[src/common/revo_pkg.sv]
package revo_pkg;

	// Serializer depth, fixed by the OSERDES hardware
	localparam int bits_per_word = 8;

	// Bit position within a revolution
	localparam int phase_width = 13;

	// Divider of the bit clock
	typedef enum logic [1:0] {
		div2  = 2'd0, // 10101010
		div4  = 2'd1, // 11001100
		div8  = 2'd2, // 11110000
		div16 = 2'd3  // All ones, then all zeros
	} clock_mode_t;

	typedef struct packed {
		clock_mode_t mode;
		logic        enable; // Word is zero when low
	} clock_setting_t;

	typedef struct packed {
		logic [phase_width-1:0] phase;
		logic                   enable;
	} revo_setting_t;

	// One word of a lane plus its period-start flag
	typedef struct packed {
		logic [bits_per_word-1:0] word;
		logic                     first;
	} lane_word_t;

	// Pair handed to the two serializers
	typedef struct packed {
		logic [bits_per_word-1:0] clock_word;
		logic [bits_per_word-1:0] revo_word;
	} serial_words_t;

endpackage

[src/rtl/handshake_register.sv]
`timescale 1ns/100ps

module handshake_register #(
	parameter type payload_t = logic
) (
	input  logic     clock50,
	input  logic     reset,
	input  logic     req,
	output logic     ack,
	input  payload_t data_in,
	output payload_t data_out,
	output logic     update
);

	logic req_meta;
	logic req_sync;

	// Two-flop synchronizer on the request
	always_ff @(posedge clock50) begin
		if (reset) begin
			req_meta <= 1'b0;
			req_sync <= 1'b0;
		end else begin
			req_meta <= req;
			req_sync <= req_meta;
		end
	end

	// The writer holds data_in stable while req is high
	always_ff @(posedge clock50) begin
		if (reset) begin
			ack      <= 1'b0;
			update   <= 1'b0;
			data_out <= '0; // Generators start disabled
		end else begin
			update <= 1'b0;
			if (req_sync && !ack) begin
				// New request seen
				data_out <= data_in;
				ack      <= 1'b1;
				update   <= 1'b1;
			end else if (!req_sync && ack) begin
				ack <= 1'b0; // Writer dropped req, close the cycle
			end
		end
	end

endmodule

[src/rtl/clock_pattern_gen.sv]
`timescale 1ns/100ps

module clock_pattern_gen
	import revo_pkg::*;
(
	input  logic           clock50,
	input  logic           reset,
	input  logic           req,
	output logic           ack,
	input  clock_setting_t setting,
	output lane_word_t     lane
);

	clock_setting_t captured;
	clock_setting_t pending;
	clock_setting_t active;
	clock_setting_t use_setting;
	logic           update;
	logic           change_pending;
	logic           half; // Second word of a div16 period
	logic           period_start;
	logic [bits_per_word-1:0] pattern;

	handshake_register #(
		.payload_t(clock_setting_t)
	) i_handshake_register (
		.clock50 (clock50),
		.reset   (reset),
		.req     (req),
		.ack     (ack),
		.data_in (setting),
		.data_out(captured),
		.update  (update)
	);

	assign period_start = !half;
	// A waiting change is applied only at a period start
	assign use_setting = (period_start && change_pending) ? pending : active;

	always_comb begin
		case (use_setting.mode)
			div2:    pattern = 8'b1010_1010;
			div4:    pattern = 8'b1100_1100;
			div8:    pattern = 8'b1111_0000;
			default: pattern = half ? 8'h00 : 8'hff;
		endcase
		if (!use_setting.enable) begin
			pattern = '0;
		end
	end

	always_ff @(posedge clock50) begin
		if (reset) begin
			pending        <= '0;
			change_pending <= 1'b0;
			active         <= '0;
			half           <= 1'b0;
			lane           <= '0;
		end else begin
			if (update) begin
				pending        <= captured;
				change_pending <= 1'b1;
			end else if (period_start) begin
				change_pending <= 1'b0;
			end
			active <= use_setting;
			// Only div16 has a two-word period
			half       <= (use_setting.mode == div16) ? !half : 1'b0;
			lane.word  <= pattern;
			lane.first <= period_start;
		end
	end

endmodule

[src/revo_marker/revo_marker_gen.sv]
`timescale 1ns/100ps

module revo_marker_gen
	import revo_pkg::*;
#(
	parameter int revolution_words = 640
) (
	input  logic          clock50,
	input  logic          reset,
	input  logic          req,
	output logic          ack,
	input  revo_setting_t setting,
	output lane_word_t    lane
);

	localparam int revolution_bits = revolution_words * bits_per_word;
	localparam int bit_index_width = $clog2(bits_per_word);
	localparam int index_width     = phase_width - bit_index_width;

	revo_setting_t              captured;
	revo_setting_t              pending;
	revo_setting_t              active;
	logic                       update;
	logic [index_width-1:0]     word_count;
	logic                       wrap;
	logic [index_width-1:0]     word_index;
	logic [bit_index_width-1:0] bit_index;
	logic [bits_per_word-1:0]   marker_word;

	handshake_register #(
		.payload_t(revo_setting_t)
	) i_handshake_register (
		.clock50 (clock50),
		.reset   (reset),
		.req     (req),
		.ack     (ack),
		.data_in (setting),
		.data_out(captured),
		.update  (update)
	);

	assign wrap = (word_count == index_width'(revolution_words - 1));

	// Phase splits into word within revolution and bit within word
	assign word_index = active.phase[phase_width-1:bit_index_width];
	assign bit_index  = active.phase[bit_index_width-1:0];

	always_comb begin
		marker_word = '0;
		if (active.enable && (word_count == word_index)) begin
			// Bit 7 leaves the serializer first
			marker_word[bits_per_word-1-bit_index] = 1'b1;
		end
	end

	always_ff @(posedge clock50) begin
		if (reset) begin
			pending    <= '0;
			active     <= '0;
			word_count <= '0;
			lane       <= '0;
		end else begin
			if (update) begin
				pending <= captured;
			end
			if (wrap) begin
				word_count    <= '0;
				// New setting only between revolutions
				active.enable <= pending.enable;
				active.phase  <= phase_width'(pending.phase % revolution_bits);
			end else begin
				word_count <= word_count + 1'b1;
			end
			lane.word  <= marker_word;
			lane.first <= (word_count == '0);
		end
	end

endmodule

[src/rtl/lane_merger.sv]
`timescale 1ns/100ps

module lane_merger
	import revo_pkg::*;
#(
	parameter int revolution_count_width = 16
) (
	input  logic                              clock50,
	input  logic                              reset,
	input  lane_word_t                        clock_lane,
	input  lane_word_t                        revo_lane,
	output serial_words_t                     serial_words,
	output logic                              words_valid,
	output logic                              revolution_marker,
	output logic [revolution_count_width-1:0] revolution_count
);

	logic started;
	logic forward;

	// Output opens on the first revolution start
	assign forward = started || revo_lane.first;

	assign words_valid = started;

	always_ff @(posedge clock50) begin
		if (reset) begin
			started <= 1'b0;
		end else if (revo_lane.first) begin
			started <= 1'b1;
		end
	end

	always_ff @(posedge clock50) begin
		if (reset) begin
			serial_words      <= '0;
			revolution_marker <= 1'b0;
			revolution_count  <= '0;
		end else begin
			if (forward) begin
				serial_words.clock_word <= clock_lane.word;
				serial_words.revo_word  <= revo_lane.word;
			end else begin
				serial_words <= '0; // Quiet until aligned
			end
			revolution_marker <= forward && (revo_lane.word != '0);
			if (revo_lane.first) begin
				revolution_count <= revolution_count + 1'b1;
			end
		end
	end

endmodule

[src/rtl/clock_revo_top.sv]
`timescale 1ns/100ps

module clock_revo_top
	import revo_pkg::*;
#(
	parameter int revolution_words       = 640, // 5120 buckets
	parameter int revolution_count_width = 16
) (
	input  logic                              clock50,
	input  logic                              reset,
	input  logic                              clock_req,
	output logic                              clock_ack,
	input  clock_setting_t                    clock_setting,
	input  logic                              revo_req,
	output logic                              revo_ack,
	input  revo_setting_t                     revo_setting,
	output serial_words_t                     serial_words,
	output logic                              words_valid,
	output logic                              revolution_marker,
	output logic [revolution_count_width-1:0] revolution_count
);

	lane_word_t clock_lane;
	lane_word_t revo_lane;

	clock_pattern_gen i_clock_pattern_gen (
		.clock50(clock50),
		.reset  (reset),
		.req    (clock_req),
		.ack    (clock_ack),
		.setting(clock_setting),
		.lane   (clock_lane)
	);

	revo_marker_gen #(
		.revolution_words(revolution_words)
	) i_revo_marker_gen (
		.clock50(clock50),
		.reset  (reset),
		.req    (revo_req),
		.ack    (revo_ack),
		.setting(revo_setting),
		.lane   (revo_lane)
	);

	lane_merger #(
		.revolution_count_width(revolution_count_width)
	) i_lane_merger (
		.clock50          (clock50),
		.reset            (reset),
		.clock_lane       (clock_lane),
		.revo_lane        (revo_lane),
		.serial_words     (serial_words),
		.words_valid      (words_valid),
		.revolution_marker(revolution_marker),
		.revolution_count (revolution_count)
	);

endmodule

[config.mk]
export PLATFORM = sky130hd
export DESIGN_NAME = clock_revo_top
export DESIGN_NICKNAME = d
export VERILOG_FILES = /design/src/common/revo_pkg.sv /design/src/rtl/handshake_register.sv /design/src/rtl/clock_pattern_gen.sv /design/src/revo_marker/revo_marker_gen.sv /design/src/rtl/lane_merger.sv /design/src/rtl/clock_revo_top.sv
export SDC_FILE = /design/constraint.sdc
export NUM_CORES = 1
export LEC_CHECK = 0
export BUFFER_PORTS_ARGS = -buffer_cell sky130_fd_sc_hd__buf_2
export CAP_MARGIN = 10
export CORE_MARGIN = 3
export CORE_UTILIZATION = 49
export DETAILED_ROUTE_END_ITERATION = 12
export PLACE_DENSITY = 0.74
export SYNTH_ARGS = -nofsm -noshare
export SYNTH_HDL_FRONTEND = slang
export SYNTH_SLANG_ARGS = --single-unit
export TNS_END_PERCENT = 50
[constraint.sdc]
create_clock -name clock50 -period 4.05 [get_ports clock50]
set_input_delay 1.0125 -clock clock50 [delete_from_list [all_inputs] [get_ports clock50]]
set_output_delay 1.0125 -clock clock50 [all_outputs]
set_load 0.005 [all_outputs]
==> qor.csv, run 1 <==
metric,value,unit
cts_htree_levels,4,
slew_headroom,0.392,
cp_cell_sequence,"nand2b_1, mux2i_1, inv_1, ha_1, a211oi_1, o21a_1",
drive_gt1_frac,0.181,
setup_viol,0,
timing.fmax,414,MHz
cpPeakStageDelay,0.64,ns
tightest_slew,0.912,ns
die_x,101,um
overflow,0,
drt_wl_total,7850,um
route.detailed.drc,0,
clk_pin_slew_worst_paths,0.06,ns
start_util,0.508,
skew,0.00644,ns
multiInputGateArea,0.00187,mm^2
finalPower,2.63,mW
cts-hold-fix-buffers,0,
synth.ff_latch_count,122,
finalHoldViolations,0,
grt_antenna_before_repair,0,
placed_area,0.00478,mm^2
utilization,0.607,
min-delay-start,i_clock_pattern_gen.lane[5],
grt_use_total,0.165,
drv_slew,0,
n_fill_cell,740,
postCtsSetupBuffers,0,
end_kind,flop,
finalCritPeriodShare,0.597,
worst-path-max-fanout,7,
synth_top_cell_by_area,dfxtp_1,
vias,3138,
cts.sinks,122,
grt_first_pass_wirelength,13400,um
place.gp.congestion,0.776,
setup.worst_path.start,i_clock_pattern_gen.half,
synth_area,0.00445,mm^2
rsz0062_at_grt,no,
hold_class,reg -> reg,
yosysSeqAreaShare,0.549,
rows,34,
final-instance-count-excl-fill,622,
critPathBufInv,1,
p_leak,2.18,nW
ir_worst_vdd,0.327,mV
fin_area,0.00532,mm^2
dp.cells,590,
grt_max_degree,51,
yosysUniqueCellTypes,36,
clkLatencyLatePin,0.51,ns
critPathRequiredTime,4.50,ns
num_io_pins,57,
r2r-start,i_clock_pattern_gen.half,
area_growth,19.5,%
arrival,2.87,ns
clk_root_buffer_cell,clkbuf_8,
via_per_inst,5.05,
port-buffer-count,56,
yosysWarnings,0,
synthTopCellsByArea,"dfxtp_1 (55%), mux2i_1 (9.2%), nor2_1 (5.3%), xor2_1 (3.7%), nand2_1 (3.0%)",
cp-start-kind,flop,
postSynthCellCount,448,
grt_pass1_vias,3019,
finalNetCount,532,
area.sequential,0.00244,mm^2
die_h,101,um
drt-initial-drc-count,92,
tritoncts,built,
antenna_left,0,
num_antenna_cells,0,
cpLargestDelayFamily,compound AO/OA/AOI/OAI gates,
powerDensity,494,mW/mm^2
synth_top_cell_area_share,0.549,
clockBufferDepth,2,
cap_violations,0,
routedWlPerCell,12.6,um
setup_tns,0,ns
synthesis.nets,479,
status,completed,
die_area,0.0103,mm^2
hpwl,5140,um
firstDrtPassIters,4,
cts-resized-gates,0,
crit_type,reg -> reg,
numCtsBuffers,17,
slowest_stage,a211oi_1,
syn_avg_cell_area,9.94,um^2
fin_crit,2.42,ns
core,0.00876,mm^2
==> worst reg2reg max path: stages (launching register included) <==
cell and delay [ns]:
dfxtp_1 0.39, nand2b_1 0.23, mux2i_1 0.44, inv_1 0.16, ha_1 0.31, a211oi_1 0.64
o21a_1 0.21
==> layer usage <==
metal	vias to the layer above	global-route usage	wire length [um]
li1	1616	-	-
met1	1447	0.196	3690
met2	66	0.271	3700
met3	9	0.0523	347
met4	0	0.0798	111
met5	-	0	0
==> final cells by class <==
| class | instances | area share |
|---|---|---|
| Multi-Input combinational cell | 292 | 0.352 |
| Tap cell | 108 | 0.0254 |
| Clock buffer | 19 | 0.0830 |
| Sequential cell | 122 | 0.459 |
| Clock inverter | 13 | 0.0183 |
| Timing Repair Buffer | 57 | 0.0541 |
| Inverter | 11 | 0.00776 |
==> metrics by stage <==
step,setup WS [ns],hold WS [ns]
3_5_place_dp,1.52,0.412
2_1_floorplan,2.02,0.406
5_1_grt,1.39,0.436
4_1_cts,1.61,0.428
3_3_place_gp,1.58,0.410
6_report,1.63,0.424
==> final timing paths <==
check	endpoint	slack [ns]	cells after the start
max	i_clock_pattern_gen.lane[6]	1.63	6
min	i_lane_merger.serial_words[12]	0.42	1
max reg2reg	i_clock_pattern_gen.lane[6]	1.63	6
min reg2reg	i_lane_merger.serial_words[12]	0.42	1
==> synthesized netlist by cell type, drive strengths merged <==
master,number
or2,1
nor4b,3
ha,10
nand4,7
clkbuf,11
and3,2
a21oi,18
nand4b,1
nand2,35
nand2b,3
a211oi,3
o21a,6
nor3,14
o21ai,1
nand3,7
nor2,63
o41ai,1
or3,3
dfxtp,122
nor4,8
mux2i,41
nor2b,8
nor3b,3
xor2,19
buf,12
xnor2,10
inv,11
and2,18
and4,3
o31ai,2
or4,2
==> power by group <==
group	internal [mW]	switching, mW	total (mW)
clock	0.784	0.536	1.32
combinational	0.0324	0.0391	0.0715
sequential	1.22	0.0169	1.23
total	2.03	0.592	2.63
==> placed cells by master, fill, tap and decap left out, types with 4 or more instances in the layout <==
| master | n |
|---|---|
| dfxtp_1 | 122 |
| nor2_1 | 63 |
| buf_2 | 56 |
| mux2i_1 | 41 |
| nand2_1 | 35 |
| xor2_1 | 19 |
| and2_1 | 18 |
| a21oi_1 | 18 |
| clkbuf_16 | 16 |
| nor3_1 | 14 |
| inv_1 | 11 |
| xnor2_1 | 10 |
| ha_1 | 10 |
| nor2b_1 | 8 |
| nor4_1 | 8 |
| nand3_1 | 7 |
| nand4_1 | 6 |
| o21a_1 | 6 |
| clkinv_4 | 5 |
| clkinvlp_4 | 4 |
==> state kept, by name, indices dropped and copies added (netlist names), 8 cells and up <==
signal / flops
i_lane_merger.revolution_count: 16
i_lane_merger.serial_words: 16
i_revo_marker_gen.active: 14
i_clock_pattern_gen.lane: 8
i_revo_marker_gen.pending: 14
i_revo_marker_gen.i_handshake_register.data_out: 14
i_revo_marker_gen.lane: 9
i_revo_marker_gen.word_count: 10
==> cells by family (layout without fill, tap and decap cells) <==
family	count (synthesis)	in the layout	share of synthesized area
buf+inv	34	100	0.0304
xor+xnor	29	29	0.0571
compound gates	31	31	0.0419
simple gates	181	181	0.202
fa+ha+maj	10	10	0.0281
flops	122	122	0.549
mux	41	41	0.0922
No activity file was read; power rests on OpenSTA's default activity.
==> run 2: changes to the inputs <==
Settings changed: PLACE_DENSITY 0.74 to 0.77.
Clock period 4.05 ns to 2.1 ns, I/O delays scaled along.
==> run 2 against run 1 <==
First-iteration DRC count rose by 49%. Global-route usage fell by 0.36 points. Final cell count rose by 0.96%. Sequential power rose by 93%. Sequential share of layout area fell by 0.60 points. Clock power rose by 100%. Via count rose by 0.32%. Critical endpoint is now i_clock_pattern_gen.lane[4]. Largest cell class unchanged.
==> qor.csv, run 2 (synthesis gave the netlist of run 1 again) <==
metric,value,unit,change
status,completed,,
cts.sinks,122,,unchanged
die_x,101,um,unchanged
n_fill_cell,728,,-1.6%
route.detailed.drc,0,,unchanged
mostFrequentLayoutCells,"dfxtp_1 (122), nor2_1 (63), buf_2 (56), mux2i_1 (41), nand2_1 (35)",,
cap_violations,0,,unchanged
clockBufferDepth,2,,unchanged
setup_viol,0,,unchanged
die_area,0.0103,mm^2,unchanged
cts-hold-fix-buffers,0,,unchanged
drt-initial-drc-count,137,,+49%
worst-path-max-fanout,7,,unchanged
tritoncts,built,,
ir_worst_vdd,0.685,mV,+110%
timing.fmax,531,MHz,+28%
drt_wl_total,7780,um,-0.85%
reg2reg_depth,7,,+1
start_util,0.508,,unchanged
finalCritPeriodShare,0.896,,+0.299
clkLatencyLatePin,0.50,ns,about the same
place.gp.congestion,0.832,,+7.2%
critPathRequiredTime,2.53,ns,-1.97 ns
clk_pin_slew_worst_paths,0.06,ns,about the same
rows,34,,unchanged
setup_tns,0,ns,unchanged
crit_type,reg -> reg,,
vias,3148,,+0.32%
slew_headroom,0.469,,+0.0776
numCtsBuffers,17,,unchanged
r2r-start,i_clock_pattern_gen.half,,
clk_root_buffer_cell,clkbuf_8,,
port-buffer-count,56,,unchanged
postCtsSetupBuffers,0,,unchanged
drv_slew,0,,unchanged
num_antenna_cells,0,,unchanged
final_common_cell,dfxtp_1,,
grt_first_pass_wirelength,13300,um,-1.2%
cp-start-kind,flop,,
finalPower,5.20,mW,+98%
rr_endpoint,i_clock_pattern_gen.lane[4],,
fin_crit,1.88,ns,-0.535 ns
core,0.00876,mm^2,unchanged
reg2reg_setup_slack,0.22,ns,-1.41 ns
utilization,0.615,,+0.00799
skew,0.00668,ns,+0.000234 ns
min-delay-start,clock_req,,
hpwl,5290,um,+3.0%
grt_antenna_before_repair,0,,unchanged
via_per_inst,5.01,,-0.64%
grt_use_total,0.162,,-0.00360
grt_pass1_vias,2973,,-1.5%
rsz0062_at_grt,no,,
die_h,101,um,unchanged
finalNetCount,539,,+1.3%
num_io_pins,57,,unchanged
cts-resized-gates,0,,unchanged
antenna_left,0,,unchanged
overflow,0,,unchanged
end_kind,flop,,
firstDrtPassIters,4,,unchanged
p_leak,2.23,nW,+2.2%
cts_htree_levels,4,,unchanged
tightest_slew,0.795,ns,-0.117 ns
finalHoldViolations,0,,unchanged
hold_class,in -> reg,,
drive_gt1_frac,0.187,,+0.00560
reg_top3,"i_lane_merger.revolution_count (16), i_lane_merger.serial_words (16)",,
routedWlPerCell,12.4,um,-1.8%
grt_max_degree,53,,+3.9%
area_growth,21.1,%,
hold_path_depth,2,,+1
powerDensity,965,mW/mm^2,+95%
hold_path_end,i_clock_pattern_gen.i_handshake_register.req_meta,,
arrival,2.32,ns,-0.55 ns
-- run 2: final cells by class --
type                    instances  area, um^2  share of cell area
flip-flops and latches        122        2440               0.453
multi-input cells             292        1870               0.348
clock buffers                  20         435              0.0808
repair buffers                 64         340              0.0631
well taps                     108         135              0.0251
clock inverters                11         121              0.0225
inverters                      11        41.3             0.00766
-- run 2: how the worst max path moves through the flow --
stage,start,endpoint,slack (ns),depth (start not counted)
CTS,i_clock_pattern_gen.half,i_clock_pattern_gen.lane[4],0.23,7
global route,i_clock_pattern_gen.half,i_clock_pattern_gen.lane[5],0.10,7
finish,i_clock_pattern_gen.half,i_clock_pattern_gen.lane[4],0.22,7
global placement,i_clock_pattern_gen.half,i_clock_pattern_gen.lane[3],0.34,7
detailed placement,i_clock_pattern_gen.half,i_clock_pattern_gen.lane[4],0.28,7
floorplan,i_clock_pattern_gen.half,i_clock_pattern_gen.lane[2],0.08,6
-- run 2: metrics by stage --
stage / cells / instance area, um^2 / setup WS, ns / hold slack [ns]
final: 628 / 5390 / 0.218 / 0.240
after detailed placement: 597 / 4830 / 0.279 / 0.414
after CTS: 628 / 5390 / 0.233 / 0.214
after global routing: 628 / 5390 / 0.102 / 0.239
after global placement: 597 / 4830 / 0.341 / 0.412
after floorplan: 448 / 4450 / 0.0827 / 0.406
-- run 2: report_power, final --
group | internal, mW | switching, mW
clock | 1.71 | 0.977
sequential | 2.35 | 0.0311
combinational | 0.0638 | 0.0731
total | 4.12 | 1.08
-- run 2: per-layer routing --
layer | vias up | global-route usage | wire [um]
met1 | 1461 | 0.192 | 3540
met3 | 5 | 0.0455 | 351
met2 | 58 | 0.270 | 3840
met4 | 0 | 0.0767 | 53
met5 | - | 0 | 0
li1 | 1624 | - | -
-- run 2: critical path, cell delays in order (launching register included) --
cell and delay [ns]:
dfxtp_1 0.41, nand2b_1 0.23, mux2i_1 0.24, inv_1 0.11, ha_1 0.29, a211oi_1 0.25
buf_4 0.17, o21a_1 0.13
